$ cat src/rtl/core_pkg.sv
package core_pkg;

  // data word, also used for instruction addresses
  typedef logic [31:0] word_t;
  // architectural register index, x0..x31
  typedef logic [4:0] reg_idx_t;

  // major opcodes of the supported subset
  typedef enum logic [6:0] {
    OPC_OP     = 7'b0110011,
    OPC_OP_IMM = 7'b0010011,
    OPC_LUI    = 7'b0110111,
    OPC_BRANCH = 7'b1100011,
    OPC_JAL    = 7'b1101111
  } opcode_e;

  // funct3 of OP and OP-IMM
  typedef enum logic [2:0] {
    F3_ADD_SUB = 3'b000,
    F3_SLT     = 3'b010,
    F3_XOR     = 3'b100,
    F3_OR      = 3'b110,
    F3_AND     = 3'b111
  } alu_funct3_e;

  // funct3 of BRANCH
  typedef enum logic [2:0] {
    F3_BEQ = 3'b000,
    F3_BNE = 3'b001
  } br_funct3_e;

  // funct7 of OP, ALT selects sub
  typedef enum logic [6:0] {
    F7_BASE = 7'b0000000,
    F7_ALT  = 7'b0100000
  } funct7_e;

  // alu operation, pass_b carries the lui immediate
  typedef enum logic [2:0] {
    ALU_NONE,
    ALU_ADD,
    ALU_SUB,
    ALU_AND,
    ALU_OR,
    ALU_XOR,
    ALU_SLT,
    ALU_PASS_B
  } alu_op_e;

  // control flow kind
  typedef enum logic [1:0] {
    PC_NONE,
    PC_BEQ,
    PC_BNE,
    PC_JAL
  } pc_op_e;

  // addi x0, x0, 0
  localparam word_t inst_nop = 32'h0000_0013;

  // decoded instruction, held in ID/EX
  typedef struct packed {
    logic     valid;
    word_t    inst_addr;
    word_t    inst_data;
    reg_idx_t rs1_idx;
    reg_idx_t rs2_idx;
    reg_idx_t rd_idx;
    logic     rd_wen;
    word_t    imm;
    logic     use_imm;
    word_t    rs1_data;
    word_t    rs2_data;
    alu_op_e  alu_op;
    pc_op_e   pc_op;
    logic     bpu_taken;
    logic     illegal;
  } id_ex_t;

  // write-back result
  typedef struct packed {
    logic     valid;
    reg_idx_t rd_idx;
    logic     rd_wen;
    word_t    data;
    logic     illegal;
  } wb_t;

endpackage

$ cat src/rtl/reg_file.sv
module reg_file
  import core_pkg::*;
(
  input  logic     clk,
  input  logic     rst_i,
  input  reg_idx_t rs1_idx_i,
  input  reg_idx_t rs2_idx_i,
  input  wb_t      wb_i,
  output word_t    rs1_data_o,
  output word_t    rs2_data_o
);

  // x0 has no storage
  word_t regs [1:31];
  logic  wr_en;

  // only real writes to a nonzero register
  assign wr_en = wb_i.valid && wb_i.rd_wen && (wb_i.rd_idx != '0);

  always_ff @(posedge clk) begin
    if (rst_i) begin
      for (int i = 1; i < 32; i++) begin
        regs[i] <= '0;
      end
    end else if (wr_en) begin
      regs[wb_i.rd_idx] <= wb_i.data;
    end
  end

  // read with write-through, same-cycle write wins
  function automatic word_t read_port(reg_idx_t idx);
    word_t val;
    if (idx == '0) begin
      val = '0;
    end else if (wr_en && (wb_i.rd_idx == idx)) begin
      val = wb_i.data;
    end else begin
      val = regs[idx];
    end
    return val;
  endfunction

  assign rs1_data_o = read_port(rs1_idx_i);
  assign rs2_data_o = read_port(rs2_idx_i);

endmodule

$ cat src/rtl/decode_stage.sv
module decode_stage
  import core_pkg::*;
(
  input  logic     inst_valid_i,
  input  word_t    inst_addr_i,
  input  word_t    inst_data_i,
  input  logic     bpu_taken_i,
  input  word_t    rs1_data_i,
  input  word_t    rs2_data_i,
  output reg_idx_t rs1_idx_o,
  output reg_idx_t rs2_idx_o,
  output id_ex_t   id_ex_o
);

  // instruction fields
  logic [6:0] opcode;
  logic [2:0] funct3;
  logic [6:0] funct7;
  reg_idx_t   rd;
  reg_idx_t   rs1;
  reg_idx_t   rs2;

  // immediates per format
  word_t imm_i;
  word_t imm_u;
  word_t imm_b;
  word_t imm_j;

  // decode results
  alu_op_e alu_op;
  pc_op_e  pc_op;
  word_t   imm;
  logic    use_imm;
  logic    wen;
  logic    legal;

  assign opcode = inst_data_i[6:0];
  assign rd     = inst_data_i[11:7];
  assign funct3 = inst_data_i[14:12];
  assign rs1    = inst_data_i[19:15];
  assign rs2    = inst_data_i[24:20];
  assign funct7 = inst_data_i[31:25];

  // sign extended, b and j are in halfwords
  assign imm_i = {{20{inst_data_i[31]}}, inst_data_i[31:20]};
  assign imm_u = {inst_data_i[31:12], 12'b0};
  assign imm_b = {{19{inst_data_i[31]}}, inst_data_i[31], inst_data_i[7],
                  inst_data_i[30:25], inst_data_i[11:8], 1'b0};
  assign imm_j = {{11{inst_data_i[31]}}, inst_data_i[31], inst_data_i[19:12],
                  inst_data_i[20], inst_data_i[30:21], 1'b0};

  always_comb begin
    alu_op  = ALU_NONE;
    pc_op   = PC_NONE;
    imm     = '0;
    use_imm = 1'b0;
    wen     = 1'b0;
    legal   = 1'b0;
    case (opcode)
      OPC_OP: begin
        // only funct7 base, except sub
        case (funct3)
          F3_ADD_SUB: begin
            if (funct7 == F7_BASE) begin
              alu_op = ALU_ADD;
            end else if (funct7 == F7_ALT) begin
              alu_op = ALU_SUB;
            end
          end
          F3_SLT: if (funct7 == F7_BASE) alu_op = ALU_SLT;
          F3_XOR: if (funct7 == F7_BASE) alu_op = ALU_XOR;
          F3_OR:  if (funct7 == F7_BASE) alu_op = ALU_OR;
          F3_AND: if (funct7 == F7_BASE) alu_op = ALU_AND;
          default: ;
        endcase
        legal = (alu_op != ALU_NONE);
        wen   = legal;
      end
      OPC_OP_IMM: begin
        // addi only
        if (funct3 == F3_ADD_SUB) begin
          alu_op  = ALU_ADD;
          imm     = imm_i;
          use_imm = 1'b1;
          wen     = 1'b1;
          legal   = 1'b1;
        end
      end
      OPC_LUI: begin
        alu_op  = ALU_PASS_B;
        imm     = imm_u;
        use_imm = 1'b1;
        wen     = 1'b1;
        legal   = 1'b1;
      end
      OPC_BRANCH: begin
        // compare happens in execute on rs1/rs2
        imm = imm_b;
        if (funct3 == F3_BEQ) begin
          pc_op = PC_BEQ;
          legal = 1'b1;
        end else if (funct3 == F3_BNE) begin
          pc_op = PC_BNE;
          legal = 1'b1;
        end
      end
      OPC_JAL: begin
        // link value built in execute
        pc_op = PC_JAL;
        imm   = imm_j;
        wen   = 1'b1;
        legal = 1'b1;
      end
      default: ;
    endcase
  end

  assign rs1_idx_o = rs1;
  assign rs2_idx_o = rs2;

  always_comb begin
    id_ex_o.valid     = inst_valid_i;
    id_ex_o.inst_addr = inst_addr_i;
    id_ex_o.inst_data = inst_data_i;
    id_ex_o.rs1_idx   = rs1;
    id_ex_o.rs2_idx   = rs2;
    id_ex_o.rd_idx    = rd;
    // x0 writes dropped here already
    id_ex_o.rd_wen    = wen && (rd != '0);
    id_ex_o.imm       = imm;
    id_ex_o.use_imm   = use_imm;
    id_ex_o.rs1_data  = rs1_data_i;
    id_ex_o.rs2_data  = rs2_data_i;
    id_ex_o.alu_op    = alu_op;
    id_ex_o.pc_op     = pc_op;
    id_ex_o.bpu_taken = bpu_taken_i;
    id_ex_o.illegal   = inst_valid_i && !legal;
  end

endmodule

$ cat src/rtl/id_ex_reg.sv
module id_ex_reg
  import core_pkg::*;
(
  input  logic   clk,
  input  logic   rst_i,
  input  logic   stall_i,
  input  logic   flush_i,
  input  id_ex_t id_ex_i,
  output id_ex_t id_ex_o
);

  // empty slot, nop encoding with nothing enabled
  localparam id_ex_t id_ex_nop = '{
    valid:     1'b0,
    inst_addr: '0,
    inst_data: inst_nop,
    rs1_idx:   '0,
    rs2_idx:   '0,
    rd_idx:    '0,
    rd_wen:    1'b0,
    imm:       '0,
    use_imm:   1'b0,
    rs1_data:  '0,
    rs2_data:  '0,
    alu_op:    ALU_NONE,
    pc_op:     PC_NONE,
    bpu_taken: 1'b0,
    illegal:   1'b0
  };

  id_ex_t id_ex_q;

  // flush before stall, younger slot is killed even when held
  always_ff @(posedge clk) begin
    if (rst_i || flush_i) begin
      id_ex_q <= id_ex_nop;
    end else if (!stall_i) begin
      id_ex_q <= id_ex_i;
    end
  end

  assign id_ex_o = id_ex_q;

endmodule

$ cat src/rtl/exec_stage.sv
module exec_stage
  import core_pkg::*;
(
  input  logic   clk,
  input  logic   rst_i,
  input  logic   stall_i,
  input  id_ex_t id_ex_i,
  output wb_t    wb_o,
  output logic   redirect_valid_o,
  output word_t  redirect_addr_o
);

  wb_t   wb_q;
  wb_t   wb_d;
  logic  fwd_a;
  logic  fwd_b;
  word_t op_a;
  word_t rs2_val;
  word_t op_b;
  word_t alu_res;
  word_t link_addr;
  word_t target_addr;
  logic  rs_eq;
  logic  taken;

  // forward from the result register
  // rd_wen already excludes x0, payload survives a stall bubble
  assign fwd_a = wb_q.rd_wen && (wb_q.rd_idx == id_ex_i.rs1_idx);
  assign fwd_b = wb_q.rd_wen && (wb_q.rd_idx == id_ex_i.rs2_idx);

  assign op_a    = fwd_a ? wb_q.data : id_ex_i.rs1_data;
  assign rs2_val = fwd_b ? wb_q.data : id_ex_i.rs2_data;
  assign op_b    = id_ex_i.use_imm ? id_ex_i.imm : rs2_val;

  always_comb begin
    case (id_ex_i.alu_op)
      ALU_ADD:    alu_res = op_a + op_b;
      ALU_SUB:    alu_res = op_a - op_b;
      ALU_AND:    alu_res = op_a & op_b;
      ALU_OR:     alu_res = op_a | op_b;
      ALU_XOR:    alu_res = op_a ^ op_b;
      ALU_SLT:    alu_res = {31'b0, $signed(op_a) < $signed(op_b)};
      ALU_PASS_B: alu_res = op_b;
      default:    alu_res = '0;
    endcase
  end

  // branch resolution
  assign link_addr   = id_ex_i.inst_addr + 32'd4;
  assign target_addr = id_ex_i.inst_addr + id_ex_i.imm;
  assign rs_eq       = (op_a == rs2_val);

  always_comb begin
    case (id_ex_i.pc_op)
      PC_BEQ:  taken = rs_eq;
      PC_BNE:  taken = !rs_eq;
      PC_JAL:  taken = 1'b1;
      default: taken = 1'b0;
    endcase
  end

  // mispredict, raised once when the instruction leaves execute
  // a held branch waits so the flush never hits itself
  assign redirect_valid_o = id_ex_i.valid && !stall_i && (taken != id_ex_i.bpu_taken);
  assign redirect_addr_o  = taken ? target_addr : link_addr;

  always_comb begin
    wb_d.valid   = id_ex_i.valid;
    wb_d.rd_idx  = id_ex_i.rd_idx;
    wb_d.rd_wen  = id_ex_i.valid && id_ex_i.rd_wen;
    // jal links pc+4
    wb_d.data    = (id_ex_i.pc_op == PC_JAL) ? link_addr : alu_res;
    wb_d.illegal = id_ex_i.illegal;
  end

  always_ff @(posedge clk) begin
    if (rst_i) begin
      wb_q <= '0;
    end else if (stall_i) begin
      // bubble, held instruction retires after the stall
      wb_q.valid <= 1'b0;
    end else begin
      wb_q <= wb_d;
    end
  end

  assign wb_o = wb_q;

endmodule

$ cat src/rtl/int_pipe_top.sv
module int_pipe_top
  import core_pkg::*;
(
  input  logic  clk,
  input  logic  rst_i,
  input  logic  inst_valid_i,
  input  word_t inst_addr_i,
  input  word_t inst_data_i,
  input  logic  bpu_taken_i,
  input  logic  stall_i,
  output wb_t   wb_o,
  output logic  redirect_valid_o,
  output word_t redirect_addr_o
);

  // register file read ports
  reg_idx_t rs1_idx;
  reg_idx_t rs2_idx;
  word_t    rs1_data;
  word_t    rs2_data;

  // decode to execute
  id_ex_t id_ex_d;
  id_ex_t id_ex_q;

  // write port fed by the result register
  reg_file u_reg_file (
    .clk        (clk),
    .rst_i      (rst_i),
    .rs1_idx_i  (rs1_idx),
    .rs2_idx_i  (rs2_idx),
    .wb_i       (wb_o),
    .rs1_data_o (rs1_data),
    .rs2_data_o (rs2_data)
  );

  decode_stage u_decode_stage (
    .inst_valid_i (inst_valid_i),
    .inst_addr_i  (inst_addr_i),
    .inst_data_i  (inst_data_i),
    .bpu_taken_i  (bpu_taken_i),
    .rs1_data_i   (rs1_data),
    .rs2_data_i   (rs2_data),
    .rs1_idx_o    (rs1_idx),
    .rs2_idx_o    (rs2_idx),
    .id_ex_o      (id_ex_d)
  );

  // redirect squashes the younger slot
  id_ex_reg u_id_ex_reg (
    .clk     (clk),
    .rst_i   (rst_i),
    .stall_i (stall_i),
    .flush_i (redirect_valid_o),
    .id_ex_i (id_ex_d),
    .id_ex_o (id_ex_q)
  );

  exec_stage u_exec_stage (
    .clk              (clk),
    .rst_i            (rst_i),
    .stall_i          (stall_i),
    .id_ex_i          (id_ex_q),
    .wb_o             (wb_o),
    .redirect_valid_o (redirect_valid_o),
    .redirect_addr_o  (redirect_addr_o)
  );

endmodule

$ cat config.mk
export PLATFORM = sky130hd
export DESIGN_NAME = int_pipe_top
export DESIGN_NICKNAME = d
export VERILOG_FILES = /design/src/rtl/core_pkg.sv /design/src/rtl/reg_file.sv /design/src/rtl/decode_stage.sv /design/src/rtl/id_ex_reg.sv /design/src/rtl/exec_stage.sv /design/src/rtl/int_pipe_top.sv
export SDC_FILE = /design/constraint.sdc
export NUM_CORES = 2
export LEC_CHECK = 0
export BUFFER_PORTS_ARGS = -buffer_cell sky130_fd_sc_hd__buf_2
export CAP_MARGIN = 5
export CORE_MARGIN = 4
export CORE_UTILIZATION = 40
export DETAILED_ROUTE_END_ITERATION = 8
export SYNTH_ARGS = -nofsm -noshare
export SYNTH_HDL_FRONTEND = slang
export SYNTH_HIERARCHICAL = 1
export SYNTH_SLANG_ARGS = --single-unit
$ cat constraint.sdc
create_clock -name clk -period 15.24 [get_ports clk]
set_clock_uncertainty 0.2 [all_clocks]
set_input_delay 3.048 -clock clk [delete_from_list [all_inputs] [get_ports clk]]
set_output_delay 3.048 -clock clk [all_outputs]
set_load 0.03 [all_outputs]
==> results.json <==
{
  "worstPathArrival_ns": 6.02,
  "drive_above_1_share": 0.156,
  "viasPerCell": 6.42,
  "leakage_nw": 31.1,
  "drc": 0,
  "slew_headroom": 0.0237,
  "rsz0062_at_grt": "false",
  "fmax_mhz": 108,
  "detailroute.via_count": 56800,
  "dpl.hpwl_mm": 187,
  "criticalPathCategory": "reg -> out",
  "antenna_found_initial": 19,
  "grt_usage": 0.294,
  "die_x_um": 440,
  "setup_violations": 0,
  "cp_max_fo": 56,
  "grt_pass1_wl_mm": 410,
  "p_total_mw": 8.34,
  "chipHeight_um": 440,
  "period_minus_slack_ns": 9.27,
  "cts_htree_levels": 4,
  "drv_cap": 0,
  "crit_start": "u_exec_stage/wb_o[38]",
  "critical_path.slowest_cell": "or4_1",
  "crit_required_ns": 11.99,
  "drt_iter0_markers": 7615,
  "cts.sinks": 1217,
  "cp_num_buf_inv": 2,
  "finalWirelength_mm": 293,
  "worstPathCellList": "xor2_1 -> or4_1 -> o21ai_0 -> a211oi_1 -> nor4_1 -> nand4_1 -> nor4_2 -> mux2i_4 -> buf_4 -> mux2_1 -> buf_2",
  "syn_inst": 6477,
  "worst_skew_pair.late_latency_ns": 0.82,
  "hold_buffers": 0,
  "fin_setup_tns_ns": 0,
  "r2r_slack_ns": 8.07,
  "startpoint_type": "flop",
  "p_per_area_nw_per_um2": 103,
  "area_growth_pct": 8.20,
  "finalCritPeriodShare": 0.608,
  "final_max_slew_viol_count": 0,
  "status": "completed",
  "worst_pin_slew_ns": 1.46,
  "crit_cells": 11,
  "rows": 158,
  "syn_area_per_cell_um2": 11.5,
  "ff2ff_path_depth": 14,
  "grt-ovfl-total": 0,
  "clkTransAtPathRegs_ns": 0.06,
  "post_cts_buffers": 0,
  "start_util": 0.403,
  "hold_class": "reg -> reg",
  "cts_resized": 0,
  "hold_violations": 0,
  "syn_area_um2": 74800,
  "final_area_um2": 80900,
  "die_area_um2": 194000,
  "final_net_count": 6480,
  "coreArea_um2": 186000,
  "portBuffers": 141,
  "wl_per_cell_um": 33.1,
  "ctsRootBufferMaster": "clkbuf_16",
  "io_pins": 142,
  "grt_max_degree": 93,
  "cts_tree": "done",
  "drt.antenna.violating_nets": 0,
  "clk_path_buf_depth": 3,
  "endpoint": "redirect_addr_o[0]",
  "cp-end-kind": "output port",
  "yosys_warnings": 6,
  "r2r_start": "u_exec_stage/wb_o[38]",
  "max_stage_delay_ns": 0.89,
  "crit_family": "simple AND/OR/NAND/NOR gates",
  "peakVddDrop_mv": 0.0871,
  "cts_inserted_buffers": 138,
  "gp_congestion": 0.970,
  "placed_area_um2": 76600,
  "r2r_end": "u_id_ex_reg/id_ex_o[48]",
  "first_pass_iters": 6,
  "grt_pass1_vias": 54200
}
[sequential cells by signal, indices dropped and copies added (netlist names)]
| register | count |
|---|---|
| u_exec_stage/wb_o | 40 |
| u_id_ex_reg/id_ex_o | 153 |
| u_reg_file/regs | 1024 |
[layout by cell type, fill, tap and decap left out, types with 41 or more instances in the layout]
cell type  instances
edfxtp_1        1024
and2_1           972
mux2i_1          609
nor2_1           360
mux4_2           304
a21oi_1          210
dfxtp_1          186
buf_4            171
o22ai_1          161
ha_1             145
clkbuf_16        141
buf_2            134
o21ai_0          131
nor3_1           122
inv_1            121
nand2_1          115
nand3_1          102
a221oi_1          62
a211oi_1          57
nor2b_1           56
or2_2             55
xnor2_1           54
o221ai_1          54
o21bai_1          53
a21o_1            52
and3_1            42
xor2_1            42
a2111oi_0         41
[power breakdown]
group	internal, mW	total, mW	switching, mW
logic	0.427	1.24	0.811
registers	3.72	3.81	0.0902
clock network	1.86	3.29	1.44
[how the worst min path moves through the flow]
stage	startpoint	slack, ns	cells past startpoint	end
after floorplan	u_id_ex_reg/id_ex_o[13]	0.26	2	u_id_ex_reg/id_ex_o[13]
after global placement	u_id_ex_reg/id_ex_o[20]	0.28	2	u_id_ex_reg/id_ex_o[20]
after detailed placement	u_id_ex_reg/id_ex_o[10]	0.28	2	u_id_ex_reg/id_ex_o[10]
after CTS	u_id_ex_reg/id_ex_o[10]	0.30	2	u_id_ex_reg/id_ex_o[10]
after global routing	u_id_ex_reg/id_ex_o[67]	0.34	2	u_id_ex_reg/id_ex_o[67]
final	u_id_ex_reg/id_ex_o[10]	0.30	2	u_id_ex_reg/id_ex_o[10]
[tightest hold or removal path: cells and delay by family (launching register included)]
family | cells | cell delay, ns
muxes | 1 | 0.07
and+or+nand+nor | 1 | 0.07
DFF | 1 | 0.32
[area by class of cell]
| class | instances | area, µm² |
|---|---|---|
| antenna | 4 | 10.0 |
| clock buffer | 177 | 3730 |
| clock inverter | 65 | 622 |
| fill | 17100 | 105000 |
| inverter | 128 | 480 |
| multi-input combinational | 4463 | 36200 |
| sequential | 1217 | 34600 |
| tap | 2480 | 3100 |
| timing repair buffer | 315 | 2120 |
[metal layers]
metal  GRT usage  part of all wire  vias up
met5           0           0.00044        -
met2       0.454              0.45     3567
li1            -                 -    23800
met3      0.0722              0.11      725
met4       0.137             0.052       14
met1       0.391              0.39    28800
[per-stage QoR]
stage | setup slack [ns] | hold slack, ns | util | instances
2_1_floorplan | 8.01 | 0.257 | - | 6508
3_3_place_gp | 6.98 | 0.278 | 0.412 | 8603
3_5_place_dp | 6.85 | 0.284 | 0.412 | 8603
4_1_cts | 5.98 | 0.300 | 0.436 | 8845
5_1_grt | 5.76 | 0.340 | 0.436 | 8845
6_report | 5.97 | 0.297 | 0.436 | 8849
No activity file was read; power rests on OpenSTA's default activity.
